===== src/logic/eth_pkg.sv =====
package eth_pkg;

    // One AXI4-Lite data word.
    typedef logic [31:0] bus_word_t;

    // One value on the chip data bus.
    typedef logic [15:0] chip_word_t;

    // Byte address on the AXI4-Lite ports.
    typedef logic [7:0] axil_addr_t;

    typedef logic [1:0] axil_resp_t;

    localparam axil_resp_t axil_resp_okay = 2'b00;

    // Address bit that picks the data port over the index port.
    localparam int cmd_addr_bit = 2;

    // Chip access sequencer states.
    typedef enum logic [1:0] {
        ACC_IDLE,
        ACC_STROBE,
        ACC_RECOVER,
        ACC_DONE
    } access_state_t;

endpackage

===== src/logic/eth_if_top.sv =====
`timescale 1ns/1ps

module eth_if_top #(
    parameter int strobe_cycles  = 2,
    parameter int recover_cycles = 4
) (
    input  logic                clk,
    input  logic                rst,
    input  logic                s0_awvalid,
    output logic                s0_awready,
    input  eth_pkg::axil_addr_t s0_awaddr,
    input  logic                s0_wvalid,
    output logic                s0_wready,
    input  eth_pkg::bus_word_t  s0_wdata,
    output logic                s0_bvalid,
    input  logic                s0_bready,
    output eth_pkg::axil_resp_t s0_bresp,
    input  logic                s0_arvalid,
    output logic                s0_arready,
    input  eth_pkg::axil_addr_t s0_araddr,
    output logic                s0_rvalid,
    input  logic                s0_rready,
    output eth_pkg::bus_word_t  s0_rdata,
    output eth_pkg::axil_resp_t s0_rresp,
    input  logic                s1_awvalid,
    output logic                s1_awready,
    input  eth_pkg::axil_addr_t s1_awaddr,
    input  logic                s1_wvalid,
    output logic                s1_wready,
    input  eth_pkg::bus_word_t  s1_wdata,
    output logic                s1_bvalid,
    input  logic                s1_bready,
    output eth_pkg::axil_resp_t s1_bresp,
    input  logic                s1_arvalid,
    output logic                s1_arready,
    input  eth_pkg::axil_addr_t s1_araddr,
    output logic                s1_rvalid,
    input  logic                s1_rready,
    output eth_pkg::bus_word_t  s1_rdata,
    output eth_pkg::axil_resp_t s1_rresp,
    output logic                chip_cs_n,
    output logic                chip_ior_n,
    output logic                chip_iow_n,
    output logic                chip_cmd,
    output eth_pkg::chip_word_t chip_sd_out,
    output logic                chip_sd_oe,
    input  eth_pkg::chip_word_t chip_sd_in
);

    import eth_pkg::*;

    logic       p0_req;
    logic       p0_wr;
    logic       p0_cmd;
    logic       p0_done;
    chip_word_t p0_wdata;
    chip_word_t p0_rdata;
    logic       p1_req;
    logic       p1_wr;
    logic       p1_cmd;
    logic       p1_done;
    chip_word_t p1_wdata;
    chip_word_t p1_rdata;
    logic       acc_start;
    logic       acc_wr;
    logic       acc_cmd;
    logic       acc_done;
    chip_word_t acc_wdata;
    chip_word_t acc_rdata;

    axil_port port0 (
        .clk(clk), .rst(rst),
        .awvalid(s0_awvalid), .awready(s0_awready), .awaddr(s0_awaddr),
        .wvalid(s0_wvalid), .wready(s0_wready), .wdata(s0_wdata),
        .bvalid(s0_bvalid), .bready(s0_bready), .bresp(s0_bresp),
        .arvalid(s0_arvalid), .arready(s0_arready), .araddr(s0_araddr),
        .rvalid(s0_rvalid), .rready(s0_rready), .rdata(s0_rdata), .rresp(s0_rresp),
        .req(p0_req), .wr(p0_wr), .cmd(p0_cmd), .req_wdata(p0_wdata),
        .done(p0_done), .done_rdata(p0_rdata)
    );

    axil_port port1 (
        .clk(clk), .rst(rst),
        .awvalid(s1_awvalid), .awready(s1_awready), .awaddr(s1_awaddr),
        .wvalid(s1_wvalid), .wready(s1_wready), .wdata(s1_wdata),
        .bvalid(s1_bvalid), .bready(s1_bready), .bresp(s1_bresp),
        .arvalid(s1_arvalid), .arready(s1_arready), .araddr(s1_araddr),
        .rvalid(s1_rvalid), .rready(s1_rready), .rdata(s1_rdata), .rresp(s1_rresp),
        .req(p1_req), .wr(p1_wr), .cmd(p1_cmd), .req_wdata(p1_wdata),
        .done(p1_done), .done_rdata(p1_rdata)
    );

    bus_arbiter arbiter (
        .clk(clk), .rst(rst),
        .req0(p0_req), .wr0(p0_wr), .cmd0(p0_cmd), .wdata0(p0_wdata),
        .req1(p1_req), .wr1(p1_wr), .cmd1(p1_cmd), .wdata1(p1_wdata),
        .done0(p0_done), .done1(p1_done), .rdata0(p0_rdata), .rdata1(p1_rdata),
        .start(acc_start), .wr(acc_wr), .cmd(acc_cmd), .wdata(acc_wdata),
        .acc_done(acc_done), .acc_rdata(acc_rdata)
    );

    chip_access #(
        .strobe_cycles(strobe_cycles),
        .recover_cycles(recover_cycles)
    ) sequencer (
        .clk(clk), .rst(rst),
        .start(acc_start), .wr(acc_wr), .cmd(acc_cmd), .wdata(acc_wdata),
        .done(acc_done), .rdata(acc_rdata),
        .cs_n(chip_cs_n), .ior_n(chip_ior_n), .iow_n(chip_iow_n),
        .chip_cmd(chip_cmd), .sd_out(chip_sd_out), .sd_oe(chip_sd_oe),
        .sd_in(chip_sd_in)
    );

endmodule


===== src/logic/chip_access.sv =====
`timescale 1ns/1ps

module chip_access #(
    parameter int strobe_cycles  = 2,
    parameter int recover_cycles = 4
) (
    input  logic                clk,
    input  logic                rst,
    input  logic                start,
    input  logic                wr,
    input  logic                cmd,
    input  eth_pkg::chip_word_t wdata,
    output logic                done,
    output eth_pkg::chip_word_t rdata,
    output logic                cs_n,
    output logic                ior_n,
    output logic                iow_n,
    output logic                chip_cmd,
    output eth_pkg::chip_word_t sd_out,
    output logic                sd_oe,
    input  eth_pkg::chip_word_t sd_in
);

    import eth_pkg::*;

    localparam int max_cycles = (strobe_cycles > recover_cycles) ? strobe_cycles
                                                                 : recover_cycles;
    localparam int cnt_w = (max_cycles > 1) ? $clog2(max_cycles) : 1;
    localparam logic [cnt_w-1:0] strobe_last  = cnt_w'(strobe_cycles - 1);
    localparam logic [cnt_w-1:0] recover_last = cnt_w'(recover_cycles - 1);

    access_state_t    state;
    logic [cnt_w-1:0] count;
    logic             wr_q;
    logic             launch;

    assign launch = (state == ACC_IDLE) && start;

    // Strobes are registered so the chip pins never glitch.
    always_ff @(posedge clk or posedge rst) begin
        if (rst) begin
            state <= ACC_IDLE;
            count <= '0;
            cs_n  <= 1'b1;
            ior_n <= 1'b1;
            iow_n <= 1'b1;
            sd_oe <= 1'b0;
        end else begin
            case (state)
                ACC_IDLE: begin
                    count <= '0;
                    if (start) begin
                        state <= ACC_STROBE;
                        cs_n  <= 1'b0;
                        ior_n <= wr;
                        iow_n <= !wr;
                        sd_oe <= wr;
                    end
                end
                ACC_STROBE: begin
                    if (count == strobe_last) begin
                        count <= '0;
                        ior_n <= 1'b1;
                        iow_n <= 1'b1;
                        state <= ACC_RECOVER;
                    end else begin
                        count <= count + 1'b1;
                    end
                end
                ACC_RECOVER: begin
                    // Chip select stays low through recovery.
                    if (count == recover_last) begin
                        count <= '0;
                        cs_n  <= 1'b1;
                        sd_oe <= 1'b0;
                        state <= ACC_DONE;
                    end else begin
                        count <= count + 1'b1;
                    end
                end
                ACC_DONE: begin
                    state <= ACC_IDLE;
                end
                default: begin
                    state <= ACC_IDLE;
                end
            endcase
        end
    end

    always_ff @(posedge clk) begin
        if (launch) begin
            chip_cmd <= cmd;
            sd_out   <= wdata;
            wr_q     <= wr;
        end
        // Read data is taken in the last strobe cycle.
        if (state == ACC_STROBE && count == strobe_last && !wr_q) begin
            rdata <= sd_in;
        end
    end

    assign done = (state == ACC_DONE);

endmodule


===== src/logic/bus_arbiter.sv =====
`timescale 1ns/1ps

module bus_arbiter (
    input  logic                clk,
    input  logic                rst,
    input  logic                req0,
    input  logic                wr0,
    input  logic                cmd0,
    input  eth_pkg::chip_word_t wdata0,
    input  logic                req1,
    input  logic                wr1,
    input  logic                cmd1,
    input  eth_pkg::chip_word_t wdata1,
    output logic                done0,
    output logic                done1,
    output eth_pkg::chip_word_t rdata0,
    output eth_pkg::chip_word_t rdata1,
    output logic                start,
    output logic                wr,
    output logic                cmd,
    output eth_pkg::chip_word_t wdata,
    input  logic                acc_done,
    input  eth_pkg::chip_word_t acc_rdata
);

    typedef enum logic [1:0] {
        ARB_IDLE,
        ARB_GRANT,
        ARB_BUSY
    } arb_state_t;

    arb_state_t state;
    logic       owner;
    logic       prio;
    logic       locked;
    logic       lock_port;
    logic       pick_valid;
    logic       pick;
    logic       finish;

    // While locked only the port that wrote the index may be picked.
    always_comb begin
        pick_valid = 1'b0;
        pick       = prio;
        if (locked) begin
            pick       = lock_port;
            pick_valid = lock_port ? req1 : req0;
        end else if (req0 && req1) begin
            pick_valid = 1'b1;
        end else if (req0 || req1) begin
            pick       = req1;
            pick_valid = 1'b1;
        end
    end

    assign finish = (state == ARB_BUSY) && acc_done;

    always_ff @(posedge clk or posedge rst) begin
        if (rst) begin
            state     <= ARB_IDLE;
            owner     <= 1'b0;
            prio      <= 1'b0;
            locked    <= 1'b0;
            lock_port <= 1'b0;
            start     <= 1'b0;
        end else begin
            start <= 1'b0;
            case (state)
                ARB_IDLE: begin
                    if (pick_valid) begin
                        owner <= pick;
                        prio  <= ~pick;
                        state <= ARB_GRANT;
                    end
                end
                ARB_GRANT: begin
                    start <= 1'b1;
                    state <= ARB_BUSY;
                end
                ARB_BUSY: begin
                    if (acc_done) begin
                        // An index write holds the grant for the data access.
                        locked    <= wr && !cmd;
                        lock_port <= owner;
                        state     <= ARB_IDLE;
                    end
                end
                default: begin
                    state <= ARB_IDLE;
                end
            endcase
        end
    end

    assign wr    = owner ? wr1 : wr0;
    assign cmd   = owner ? cmd1 : cmd0;
    assign wdata = owner ? wdata1 : wdata0;

    assign done0  = finish && !owner;
    assign done1  = finish && owner;
    assign rdata0 = owner ? '0 : acc_rdata;
    assign rdata1 = owner ? acc_rdata : '0;

endmodule


===== src/logic/axil_port.sv =====
`timescale 1ns/1ps

module axil_port (
    input  logic                clk,
    input  logic                rst,
    input  logic                awvalid,
    output logic                awready,
    input  eth_pkg::axil_addr_t awaddr,
    input  logic                wvalid,
    output logic                wready,
    input  eth_pkg::bus_word_t  wdata,
    output logic                bvalid,
    input  logic                bready,
    output eth_pkg::axil_resp_t bresp,
    input  logic                arvalid,
    output logic                arready,
    input  eth_pkg::axil_addr_t araddr,
    output logic                rvalid,
    input  logic                rready,
    output eth_pkg::bus_word_t  rdata,
    output eth_pkg::axil_resp_t rresp,
    output logic                req,
    output logic                wr,
    output logic                cmd,
    output eth_pkg::chip_word_t req_wdata,
    input  logic                done,
    input  eth_pkg::chip_word_t done_rdata
);

    import eth_pkg::*;

    typedef enum logic [1:0] {
        PORT_IDLE,
        PORT_REQ,
        PORT_RESP
    } port_state_t;

    port_state_t state;
    logic        take_write;
    logic        take_read;
    logic        resp_taken;

    // A write wins when both channels are offered in the same cycle.
    assign take_write = (state == PORT_IDLE) && awvalid && wvalid;
    assign take_read  = (state == PORT_IDLE) && arvalid && !take_write;

    assign awready = take_write;
    assign wready  = take_write;
    assign arready = take_read;

    assign req    = (state == PORT_REQ);
    assign bvalid = (state == PORT_RESP) && wr;
    assign rvalid = (state == PORT_RESP) && !wr;
    assign bresp  = axil_resp_okay;
    assign rresp  = axil_resp_okay;

    assign resp_taken = (bvalid && bready) || (rvalid && rready);

    always_ff @(posedge clk or posedge rst) begin
        if (rst) begin
            state <= PORT_IDLE;
            wr    <= 1'b0;
        end else begin
            case (state)
                PORT_IDLE: begin
                    if (take_write || take_read) begin
                        state <= PORT_REQ;
                    end
                end
                PORT_REQ: begin
                    if (done) begin
                        state <= PORT_RESP;
                    end
                end
                PORT_RESP: begin
                    if (resp_taken) begin
                        state <= PORT_IDLE;
                    end
                end
                default: begin
                    state <= PORT_IDLE;
                end
            endcase

            if (take_write) begin
                wr <= 1'b1;
            end else if (take_read) begin
                wr <= 1'b0;
            end
        end
    end

    // Only the low half of a write reaches the chip.
    always_ff @(posedge clk) begin
        if (take_write) begin
            cmd       <= awaddr[cmd_addr_bit];
            req_wdata <= wdata[15:0];
        end else if (take_read) begin
            cmd <= araddr[cmd_addr_bit];
        end
        if (done) begin
            rdata <= {16'h0000, done_rdata};
        end
    end

endmodule


===== config.mk =====
export PLATFORM = sky130hd
export DESIGN_NAME = eth_if_top
export DESIGN_NICKNAME = d
export VERILOG_FILES = /design/src/logic/eth_pkg.sv /design/src/logic/eth_if_top.sv /design/src/logic/chip_access.sv /design/src/logic/bus_arbiter.sv /design/src/logic/axil_port.sv
export SDC_FILE = /design/constraint.sdc
export NUM_CORES = 1
export LEC_CHECK = 0
export BUFFER_PORTS_ARGS = -buffer_cell sky130_fd_sc_hd__buf_2
export CAP_MARGIN = 15
export CORE_MARGIN = 10
export CORE_UTILIZATION = 42
export DETAILED_ROUTE_END_ITERATION = 12
export HOLD_SLACK_MARGIN = 0.05
export PLACE_DENSITY_LB_ADDON = 0.12
export SYNTH_ARGS = -nofsm -noshare
export SYNTH_HDL_FRONTEND = slang
export SYNTH_SLANG_ARGS = --single-unit
export TNS_END_PERCENT = 30

===== constraint.sdc =====
create_clock -name clk -period 1.7 [get_ports clk]
set_clock_uncertainty 0.05 [all_clocks]
set_input_delay 0.085 -clock clk [delete_from_list [all_inputs] [get_ports clk]]
set_output_delay 0.085 -clock clk [all_outputs]
set_load 0.005 [all_outputs]

### Yosys cells after proc, flatten, opt, wreduce, memory -nomap -nowiden

Cells that the tools add are included.

| cells by class | value |
|---|---|
| add/subtract/negate cells | 1 |
| equality and inequality tests | 22 |
| mux-type cells | 47 |
| bitwise gates (word level) | 1 |
| reductions and logical operators | 54 |

Operator list:

| kind | number |
|---|---|
| $mux 2 | 13 |
| $logic_and 1x1->1 | 24 |
| $mux 1 | 24 |
| $pmux 2 s3 | 4 |
| $mux 16 | 1 |
| $reduce_and 3->1 | 5 |
| $eq 2x2->1 const B | 6 |
| $ne 2x1->1 const B | 6 |
| $eq 2x1->1 const B | 5 |
| $ne 2x2->1 const B | 5 |
| $logic_not 1->1 | 8 |
| $logic_not 2->1 | 4 |
| $pmux 1 s2 | 4 |
| $pmux 2 s4 | 1 |
| $reduce_bool 2->1 | 4 |
| $reduce_and 2->1 | 3 |
| $logic_or 1x1->1 | 5 |
| $reduce_bool 3->1 | 1 |
| $add 2x1->2 const B | 1 |
| $not 1->1 | 1 |

| word-level totals | value |
|---|---|
| flip-flop bits (word level) | 121 |
| bits of input ports | 124 |
| output and inout bits | 103 |
| word-level logic and storage cells | 151 |

### Depth between registers and ports, before layout

Gate-level depths: netlist of run 1.

| depth | value |
|---|---|
| depth in word-level cells | 8 |
| mapped depth | 5 |
| mapped depth without buffers | 5 |

### Cells and area by module

A second synthesis of run 1 with hierarchy kept.

| second synthesis, totals | value |
|---|---|
| cells, all modules | 327 |
| area, all modules | 5082.4 um^2 |

By module, submodules not included:

| module | instances | cells each | area an instance (um^2) |
|---|---|---|---|
| axil_port | 2 | 76 | 1353.8 |
| chip_access | 1 | 89 | 1616.6 |
| bus_arbiter | 1 | 86 | 758.2 |

### Worst setup path after synthesis of run 1

OpenSTA, ideal clock, no wires.

| path | value |
|---|---|
| kind | register to register |
| from | reg sequencer.state[1] |
| to | reg port0.rdata[0], enable pin |
| arrival | 1.497 ns |
| slack | -0.237 ns |
| cell stages (with the launch flop) | 4 |
| buffers on the path | 0 |
| period minus slack after synthesis | 1.937 ns |
| cells stage by stage | dfrtp_1 -> ha_1 -> nand3b_1 -> nor2_1 |

| between the ends | value |
|---|---|
| word-level cells in the longest chain between the ends | 3 |

Ends and longest elaborated chain:

| item | line | source |
|---|---|---|
| start, declared | chip_access.sv:32 | `access_state_t state;` |
| start signal, assigned | chip_access.sv:42 | `state <= ACC_IDLE;` |
| start signal, assigned | chip_access.sv:53 | `state <= ACC_STROBE;` |
| start signal, assigned | chip_access.sv:65 | `state <= ACC_RECOVER;` |
| $eq 2x2->1 | chip_access.sv:103 | `assign done = (state == ACC_DONE);` |
| $logic_and 1x1->1 | bus_arbiter.sv:56 | `assign finish = (state == ARB_BUSY) && acc_done;` |
| $logic_and 1x1->1 | bus_arbiter.sv:99 | `assign done0 = finish && !owner;` |
| named net arbiter.done0 | bus_arbiter.sv:14 | `output logic done0,` |
| end signal, assigned | axil_port.sv:102 | `rdata <= {16'h0000, done_rdata};` |
| end, declared | axil_port.sv:20 | `output eth_pkg::bus_word_t rdata,` |

The timed path passes the listed nets, and every way through them passes these cells.
A chain may end at the register's enable or synchronous reset.

### Worst setup path after layout of run 1

| path | value |
|---|---|
| from | reg port1.state[1] |
| to | out s1_wready |

| between the ends | value |
|---|---|
| word-level cells in the longest chain between the ends | 3 |

Ends and longest elaborated chain:

| item | line | source |
|---|---|---|
| start, declared | axil_port.sv:38 | `port_state_t state;` |
| start signal, assigned | axil_port.sv:61 | `state <= PORT_IDLE;` |
| start signal, assigned | axil_port.sv:67 | `state <= PORT_REQ;` |
| start signal, assigned | axil_port.sv:72 | `state <= PORT_RESP;` |
| $logic_not 2->1 | axil_port.sv:44 | `assign take_write = (state == PORT_IDLE) && awvalid && wvalid;` |
| $logic_and 1x1->1 (2 in a row) | axil_port.sv:44 |  |
| end, declared | eth_if_top.sv:29 | `output logic s1_wready,` |

Every way passes these cells.

==> flow_summary.yaml, run 1 <==
clock_network:
  tritoncts: "built"
  cts-htree-levels: 4
  sinks_on_the_clock_net: 121
  clock_pin_slew_reported_for_the_worst_setup_and_hold_paths_after_clock_tree_synthesis_ps: 50
  cts_buffers: 17
  cts.path.max_buffers: 2
  cts-root-buf: "sky130_fd_sc_hd__clkbuf_16"
  worstSkewPairLatency_ps: 410
timing:
  hold_viol: 0
  setup-violations-final: 0
  layout_worst_path_cycle_share_pct: 95.8
  final-max-slew-violation-count: 0
  min_period_ps: 1630
  fmax_mhz: 614
  final.setup.worst_slack_ps: 70.7
yosys:
  ys_seq_area_share_pct: 70.6
  synth_top_cell_area_share_pct: 60.1
  synth_warnings: 0
  synth_top_cells_by_count: "sky130_fd_sc_hd__edfxtp_1 (100), sky130_fd_sc_hd__buf_4 (42), sky130_fd_sc_hd__mux2_2 (21), sky130_fd_sc_hd__nor2b_1 (21), sky130_fd_sc_hd__dfrtp_1 (18)"
  yosysUniqueCellTypes: 45
  postSynthAreaPerCell_um2: 15.5
  synth_top_cells_by_area: "sky130_fd_sc_hd__edfxtp_1 (60%), sky130_fd_sc_hd__dfrtp_1 (9.0%), sky130_fd_sc_hd__buf_4 (6.3%)"
  yosys_register_bits: 121
  async_flop_share_pct: 17.4
  synthDominantAreaCellType: "sky130_fd_sc_hd__edfxtp_1"
  synthesis.area_um2: 5000
  synth_most_common_cell: "sky130_fd_sc_hd__edfxtp_1"
  synth_enable_flop_cells: 100
  synth_top_flop_cell: "sky130_fd_sc_hd__edfxtp_1"
  synthesis.instances: 323
route:
  drt_iter0_drc: 159
  wl_um: 11200
  detailed_route_vias_per_instance: 4.52
  drt-pass1-iter-count: 4
  drcViolationCount: 0
  final_antenna_net_count: 0
  detail_route.wl_per_cell_um: 16.2
  vias: 3139
worst_hold_path:
  worstHoldEndpoint: "port1.state[0]"
  origin_of_the_worst_min_delay_path: "s1_wvalid"
  hold_path.class: "in -> reg"
  whs_path_depth: 3
cells_and_area:
  stdcell_area_um2: 7010
  area_growth_syn_to_layout_pct: 40.1
  fin_nets: 669
  layout_cell_share_with_drive_strength_beyond_1_pct: 38.2
  final_cells: 694
  final.fill_count: 896
place:
  numPortBuffers: 126
  place_worst_setup_slack_ps: 23.4
  instance_area_after_placement_um2: 5800
  place_congestion: 0.737
  placed_cells: 600
  dp_hpwl_um: 7700
floorplanning:
  die_w_um: 129
  ios: 227
  full_die_area_um2: 16700
  die_h_um: 129
  core_region_area_um2: 11500
  row_count: 39
  initial_core_util_pct: 43.4
setup_path:
  crit-reg2reg-capture: "sequencer.state[1]"
  element_type_at_the_critical_path_start: "flip-flop"
  worstPathRequired_ps: 1560
  end_kind: "primary output"
  critPathMaxFanout: 19
  path_class: "reg -> out"
  worstReg2RegStart: "sequencer.state[1]"
  worst-r2r-setup-slack_ps: 80
  r2r_cells: 5
  data_arrival_time_of_the_critical_path_ps: 1490
pwr:
  cellLeakagePower_nw: 2.94
  power_density_nw_per_um2: 1420
  vdd_drop_max_mv: 0.769
run_status:
  outcome: "finished clean"
global_route:
  antenna_found_initial: 0
  global_route_wire_length_before_repair_um: 17400
  grtUsageTotal_pct: 13.6
  overflow_left_after_global_routing: 0
  grt_start_max_net_pins: 27
  first_global_vias: 3439
job:
  cap_violations: 0
[repair_timing]
| item | in CTS | in global routing |
|---|---|---|
| pin swaps | 0 | 1 |
| buffers inserted | 0 | 1 |
| gates resized for setup | 3 | 7 |
| hold buffers | 60 | 0 |
| setup endpoints to repair | 2 | 6 |
| hold endpoints to repair | 76 | 0 |
[layout by cell type, fill, tap and decap left out, types with 11 or more instances in the layout]
master	instances
sky130_fd_sc_hd__and2_1	17
sky130_fd_sc_hd__buf_4	12
sky130_fd_sc_hd__clkbuf_16	17
sky130_fd_sc_hd__conb_1	40
sky130_fd_sc_hd__buf_2	126
sky130_fd_sc_hd__dfrtp_1	14
sky130_fd_sc_hd__dlygate4sd3_1	60
sky130_fd_sc_hd__inv_1	11
sky130_fd_sc_hd__edfxtp_1	100
sky130_fd_sc_hd__nor2b_1	21
sky130_fd_sc_hd__mux2_2	21
[area by class of cell]
type / count / area [um^2] / share of cell area, %
flip-flops and latches: 121 / 3540 / 50.5
well taps: 143 / 179 / 2.55
inverters: 12 / 45.0 / 0.643
repair buffers: 204 / 1440 / 20.6
clock inverters: 12 / 131 / 1.88
clock buffers: 20 / 437 / 6.23
diodes: 1 / 2.50 / 0.0357
multi-input cells: 181 / 1230 / 17.6
[flip-flops by register name (all words and copies together) (netlist names), 2 cells and up]
name,flops
port0.state,2
port1.rdata,16
sequencer.rdata,16
port1.state,2
sequencer.sd_out,16
sequencer.count,2
port0.rdata,16
sequencer.state,2
port0.req_wdata,16
arbiter.state,2
port1.req_wdata,16
[worst max-delay path, cell delays in order (launching register included)]
cell                      delay, ps
sky130_fd_sc_hd__dfrtp_2        440
sky130_fd_sc_hd__nor2_2         110
sky130_fd_sc_hd__and3_4         220
sky130_fd_sc_hd__buf_12         160
sky130_fd_sc_hd__buf_2          140
[where the power goes]
part,switching [mW],internal (mW)
Combinational,1.18,1.19
Sequential,0.290,3.82
Clock,1.19,2.27
Total,2.66,7.27
[cells by family (layout without fill, tap and decap cells)]
| group | after synthesis | count (layout) | share of synthesized area [%] |
|---|---|---|---|
| multiplexers | 26 | 26 | 5.86 |
| AND/OR/NAND/NOR | 79 | 79 | 9.53 |
| adder cells (fa/ha/maj) | 8 | 8 | 2.00 |
| other | 1 | 41 | 0.0750 |
| flip-flops | 121 | 121 | 70.6 |
| AO/OA/AOI/OAI | 28 | 28 | 4.03 |
| buffers and inverters | 60 | 248 | 7.86 |
[metrics by stage]
step | power, mW | hold slack [ps] | TNS, ps | utilization (%)
floorplan | 5.62 | 9.30 | -3010 | -
detailed placement | 6.39 | 101 | 0 | 50.4
finish | 9.93 | 60.6 | 0 | 60.8
global route | 10.5 | 70.4 | -8.28 | 60.8
CTS | 10.0 | 52.7 | 0 | 60.7
global placement | 6.33 | 102 | 0 | 50.4
[routing by layer]
layer	GRT usage [%]	part of all wire [%]
met4	5.08	0.66
met5	0	0
met3	5.79	6.8
met2	22.4	51
met1	15.5	42
[how the worst max path moves through the flow]
stage	cells past startpoint	start	end	slack, ps
final	4	port1.state[1]	s1_wready	70
after global routing	6	sequencer.state[1]	port0.state[0]	-5
after CTS	5	sequencer.state[1]	sequencer.state[1]	10
after detailed placement	5	sequencer.state[1]	sequencer.state[1]	20
after global placement	5	sequencer.state[1]	sequencer.state[1]	50
after floorplan	4	sequencer.state[1]	sequencer.rdata[0]	-180
(Power assumes the default switching activity.)
==> inputs of run 2 (changes only) <==
--- a/config.mk
+++ b/config.mk
@@ -8,7 +8,8 @@
 export BUFFER_PORTS_ARGS = -buffer_cell sky130_fd_sc_hd__buf_2
 export CAP_MARGIN = 15
 export CORE_MARGIN = 10
-export CORE_UTILIZATION = 42
+export CORE_UTILIZATION = 44
+export CTS_BUF_LIST = sky130_fd_sc_hd__clkbuf_2 sky130_fd_sc_hd__clkbuf_4 sky130_fd_sc_hd__clkbuf_8
 export DETAILED_ROUTE_END_ITERATION = 12
 export HOLD_SLACK_MARGIN = 0.05
 export PLACE_DENSITY_LB_ADDON = 0.12
==> run 2 against run 1 <==
  * Combinational power grew 4%
  * Register-to-register slack lost 50 ps
  * Worst setup slack lost 40 ps
  * Fmax shrank 2.4%
  * First-iteration DRC count grew 30%
  * Critical path depth grew 1
  * Clock power shrank 17%
  * Largest cell class unchanged
  * Largest power group unchanged
==> flow_summary.yaml, run 2 (synthesis gave the netlist of run 1 again) <==
run_status:
  outcome: "finished clean"
place:
  dp_hpwl_um: 7650
  place_worst_setup_slack_ps: 19.8
  place_congestion: 0.725
  numPortBuffers: 126
route:
  drt_iter0_drc: 206
  drt-pass1-iter-count: 4
  wl_um: 10900
  detail_route.wl_per_cell_um: 15.6
  detailed_route_vias_per_instance: 4.49
  final_antenna_net_count: 0
  vias: 3117
  drcViolationCount: 0
global_route:
  groute.layer.met3.usage_pct: 5.29
  grt_start_max_net_pins: 44
  overflow_left_after_global_routing: 0
  antenna_found_initial: 0
  grtUsageMet2_pct: 22.6
  grtUsageTotal_pct: 13.6
  groute.layer.met1.usage_pct: 15.3
  global_route_wire_length_before_repair_um: 17400
  grt_most_used_layer: "met2"
  first_global_vias: 3512
setup_path:
  element_type_at_the_critical_path_start: "flip-flop"
  timing.critical_path.cells: "buf_4 -> ha_1 -> and2b_1 -> nor3_4 -> mux2_1"
  r2r_cells: 5
  end_kind: "flip-flop"
  data_arrival_time_of_the_critical_path_ps: 1920
  critPathMaxFanout: 4
  worstPathRequired_ps: 1950
  crit-reg2reg-capture: "sequencer.state[1]"
  critPathSlowestCell: "sky130_fd_sc_hd__dfrtp_1"
  worstReg2RegStart: "sequencer.state[1]"
  slowest_delay_ps: 410
  path_class: "reg -> reg"
  worst-r2r-setup-slack_ps: 30
cells_and_area:
  most_frequent_standard_cell_in_the_layout_excluding_fill_and_tap_cells: "sky130_fd_sc_hd__buf_2"
  n_antenna_cell: 0
  final_core_util_pct: 63.1
  area_growth_syn_to_layout_pct: 38.6
  layout_cell_share_with_drive_strength_beyond_1_pct: 39.4
  fin_nets: 673
  layout_common_cells: "sky130_fd_sc_hd__buf_2 (126), sky130_fd_sc_hd__edfxtp_1 (100), sky130_fd_sc_hd__dlygate4sd3_1 (61)"
pwr:
  vdd_drop_max_mv: 0.606
  cellLeakagePower_nw: 2.92
  comb_power_share_pct: 26.1
  internal_power_component_mw: 6.83
  power.net_switching_mw: 2.58
  pwr-share-seq_pct: 43.5
  power_density_nw_per_um2: 1360
  power.share.switching_pct: 27.4
  clkPwrFrac_pct: 30.4
  finalPower_mw: 9.41
floorplanning:
  full_die_area_um2: 16000
  row_count: 38
  core_region_area_um2: 11000
  initial_core_util_pct: 45.5
  die_w_um: 127
  die_h_um: 127
  ios: 227
timing:
  setup_repair_after_global_routing_missed_its_margin: "true"
  layout_worst_path_cycle_share_pct: 98.2
  fmax_mhz: 599
  hold_viol: 0
  setup-violations-final: 0
  final-max-slew-violation-count: 0
  timing.setup.tns_ps: 0
  final.setup.worst_slack_ps: 31.0
  min_period_ps: 1670
clock_network:
  cts_buffers: 17
  cts.path.max_buffers: 2
  worstSkewPairLatency_ps: 410
  cts-root-buf: "sky130_fd_sc_hd__clkbuf_8"
  cts-htree-levels: 4
  tritoncts: "built"
  clock_pin_slew_reported_for_the_worst_setup_and_hold_paths_after_clock_tree_synthesis_ps: 70
  sinks_on_the_clock_net: 121
worst_hold_path:
  hold_path.class: "in -> async"
job:
  cap_violations: 0
run 2: cell types whose count changed in the layout (fill, tap and decap cells not counted), moves of 2 or more:
| cell | before | now |
|---|---|---|
| sky130_fd_sc_hd__clkbuf_16 | 17 | 0 |
| sky130_fd_sc_hd__clkinv_4 | 0 | 2 |
| sky130_fd_sc_hd__clkbuf_8 | 0 | 17 |
| sky130_fd_sc_hd__buf_8 | 0 | 2 |
| sky130_fd_sc_hd__clkbuf_1 | 3 | 0 |
| sky130_fd_sc_hd__clkbuf_4 | 0 | 2 |
| sky130_fd_sc_hd__clkinv_1 | 5 | 1 |
| sky130_fd_sc_hd__bufinv_16 | 3 | 5 |
run 2: repair_timing:
action / CTS / global route
hold buffers: 61 / 0
buffers inserted: 2 / 2
setup endpoints to repair: 4 / 6
pin swaps: 0 / 3
resized for setup: 4 / 6
hold endpoints to repair: 76 / 0
run 2: layer usage:
metal | up-vias | wire length, um
met3 | 8 | 812
li1 | 1517 | -
met2 | 121 | 5460
met4 | 0 | 132
met1 | 1471 | 4460
met5 | - | 0
run 2: layout make-up:
| cell class | count | area, um^2 |
|---|---|---|
| clock inverter | 13 | 201 |
| multi-input combinational | 181 | 1230 |
| fill | 830 | 4060 |
| clock buffer | 19 | 249 |
| timing repair buffer | 208 | 1490 |
| tap | 140 | 175 |
| inverter | 12 | 45.0 |
| sequential | 121 | 3540 |
run 2: how the worst max path moves through the flow:
stage                  startpoint            endpoint  slack, ps  depth (start not counted)
2_1_floorplan  sequencer.state[1]  sequencer.rdata[0]       -180                          4
3_3_place_gp   sequencer.state[1]  sequencer.state[1]         60                          5
3_5_place_dp   sequencer.state[1]  sequencer.state[1]         20                          5
4_1_cts            port0.state[1]          s0_awready          5                          4
5_1_grt        sequencer.state[1]  sequencer.state[1]        -20                          5
6_report       sequencer.state[1]  sequencer.state[1]         30                          5
run 2: power by group through the flow:
stage | registers [mW] | clock network (mW) | logic (mW)
2_1_floorplan | 4.10 | 0 | 1.52
3_3_place_gp | 4.15 | 0 | 2.19
3_5_place_dp | 4.17 | 0 | 2.24
4_1_cts | 4.09 | 2.93 | 2.45
5_1_grt | 4.14 | 3.05 | 2.76
6_report | 4.09 | 2.86 | 2.46
run 2: critical path, delay by kind of cell (launching register included):
family / cells / cell delay (ps)
AND/OR/NAND/NOR: 2 / 420
flip-flops: 1 / 410
multiplexers: 1 / 340
adder cells (fa/ha/maj): 1 / 180
buffers and inverters: 1 / 140
run 2: through the flow:
step	instances	hold WS, ps	area [um^2]
floorplan	362	9.30	5150
global placement	597	-33.1	5810
detailed placement	597	-27.8	5810
CTS	692	65.8	6900
global route	694	105	6930
finish	694	82.5	6930
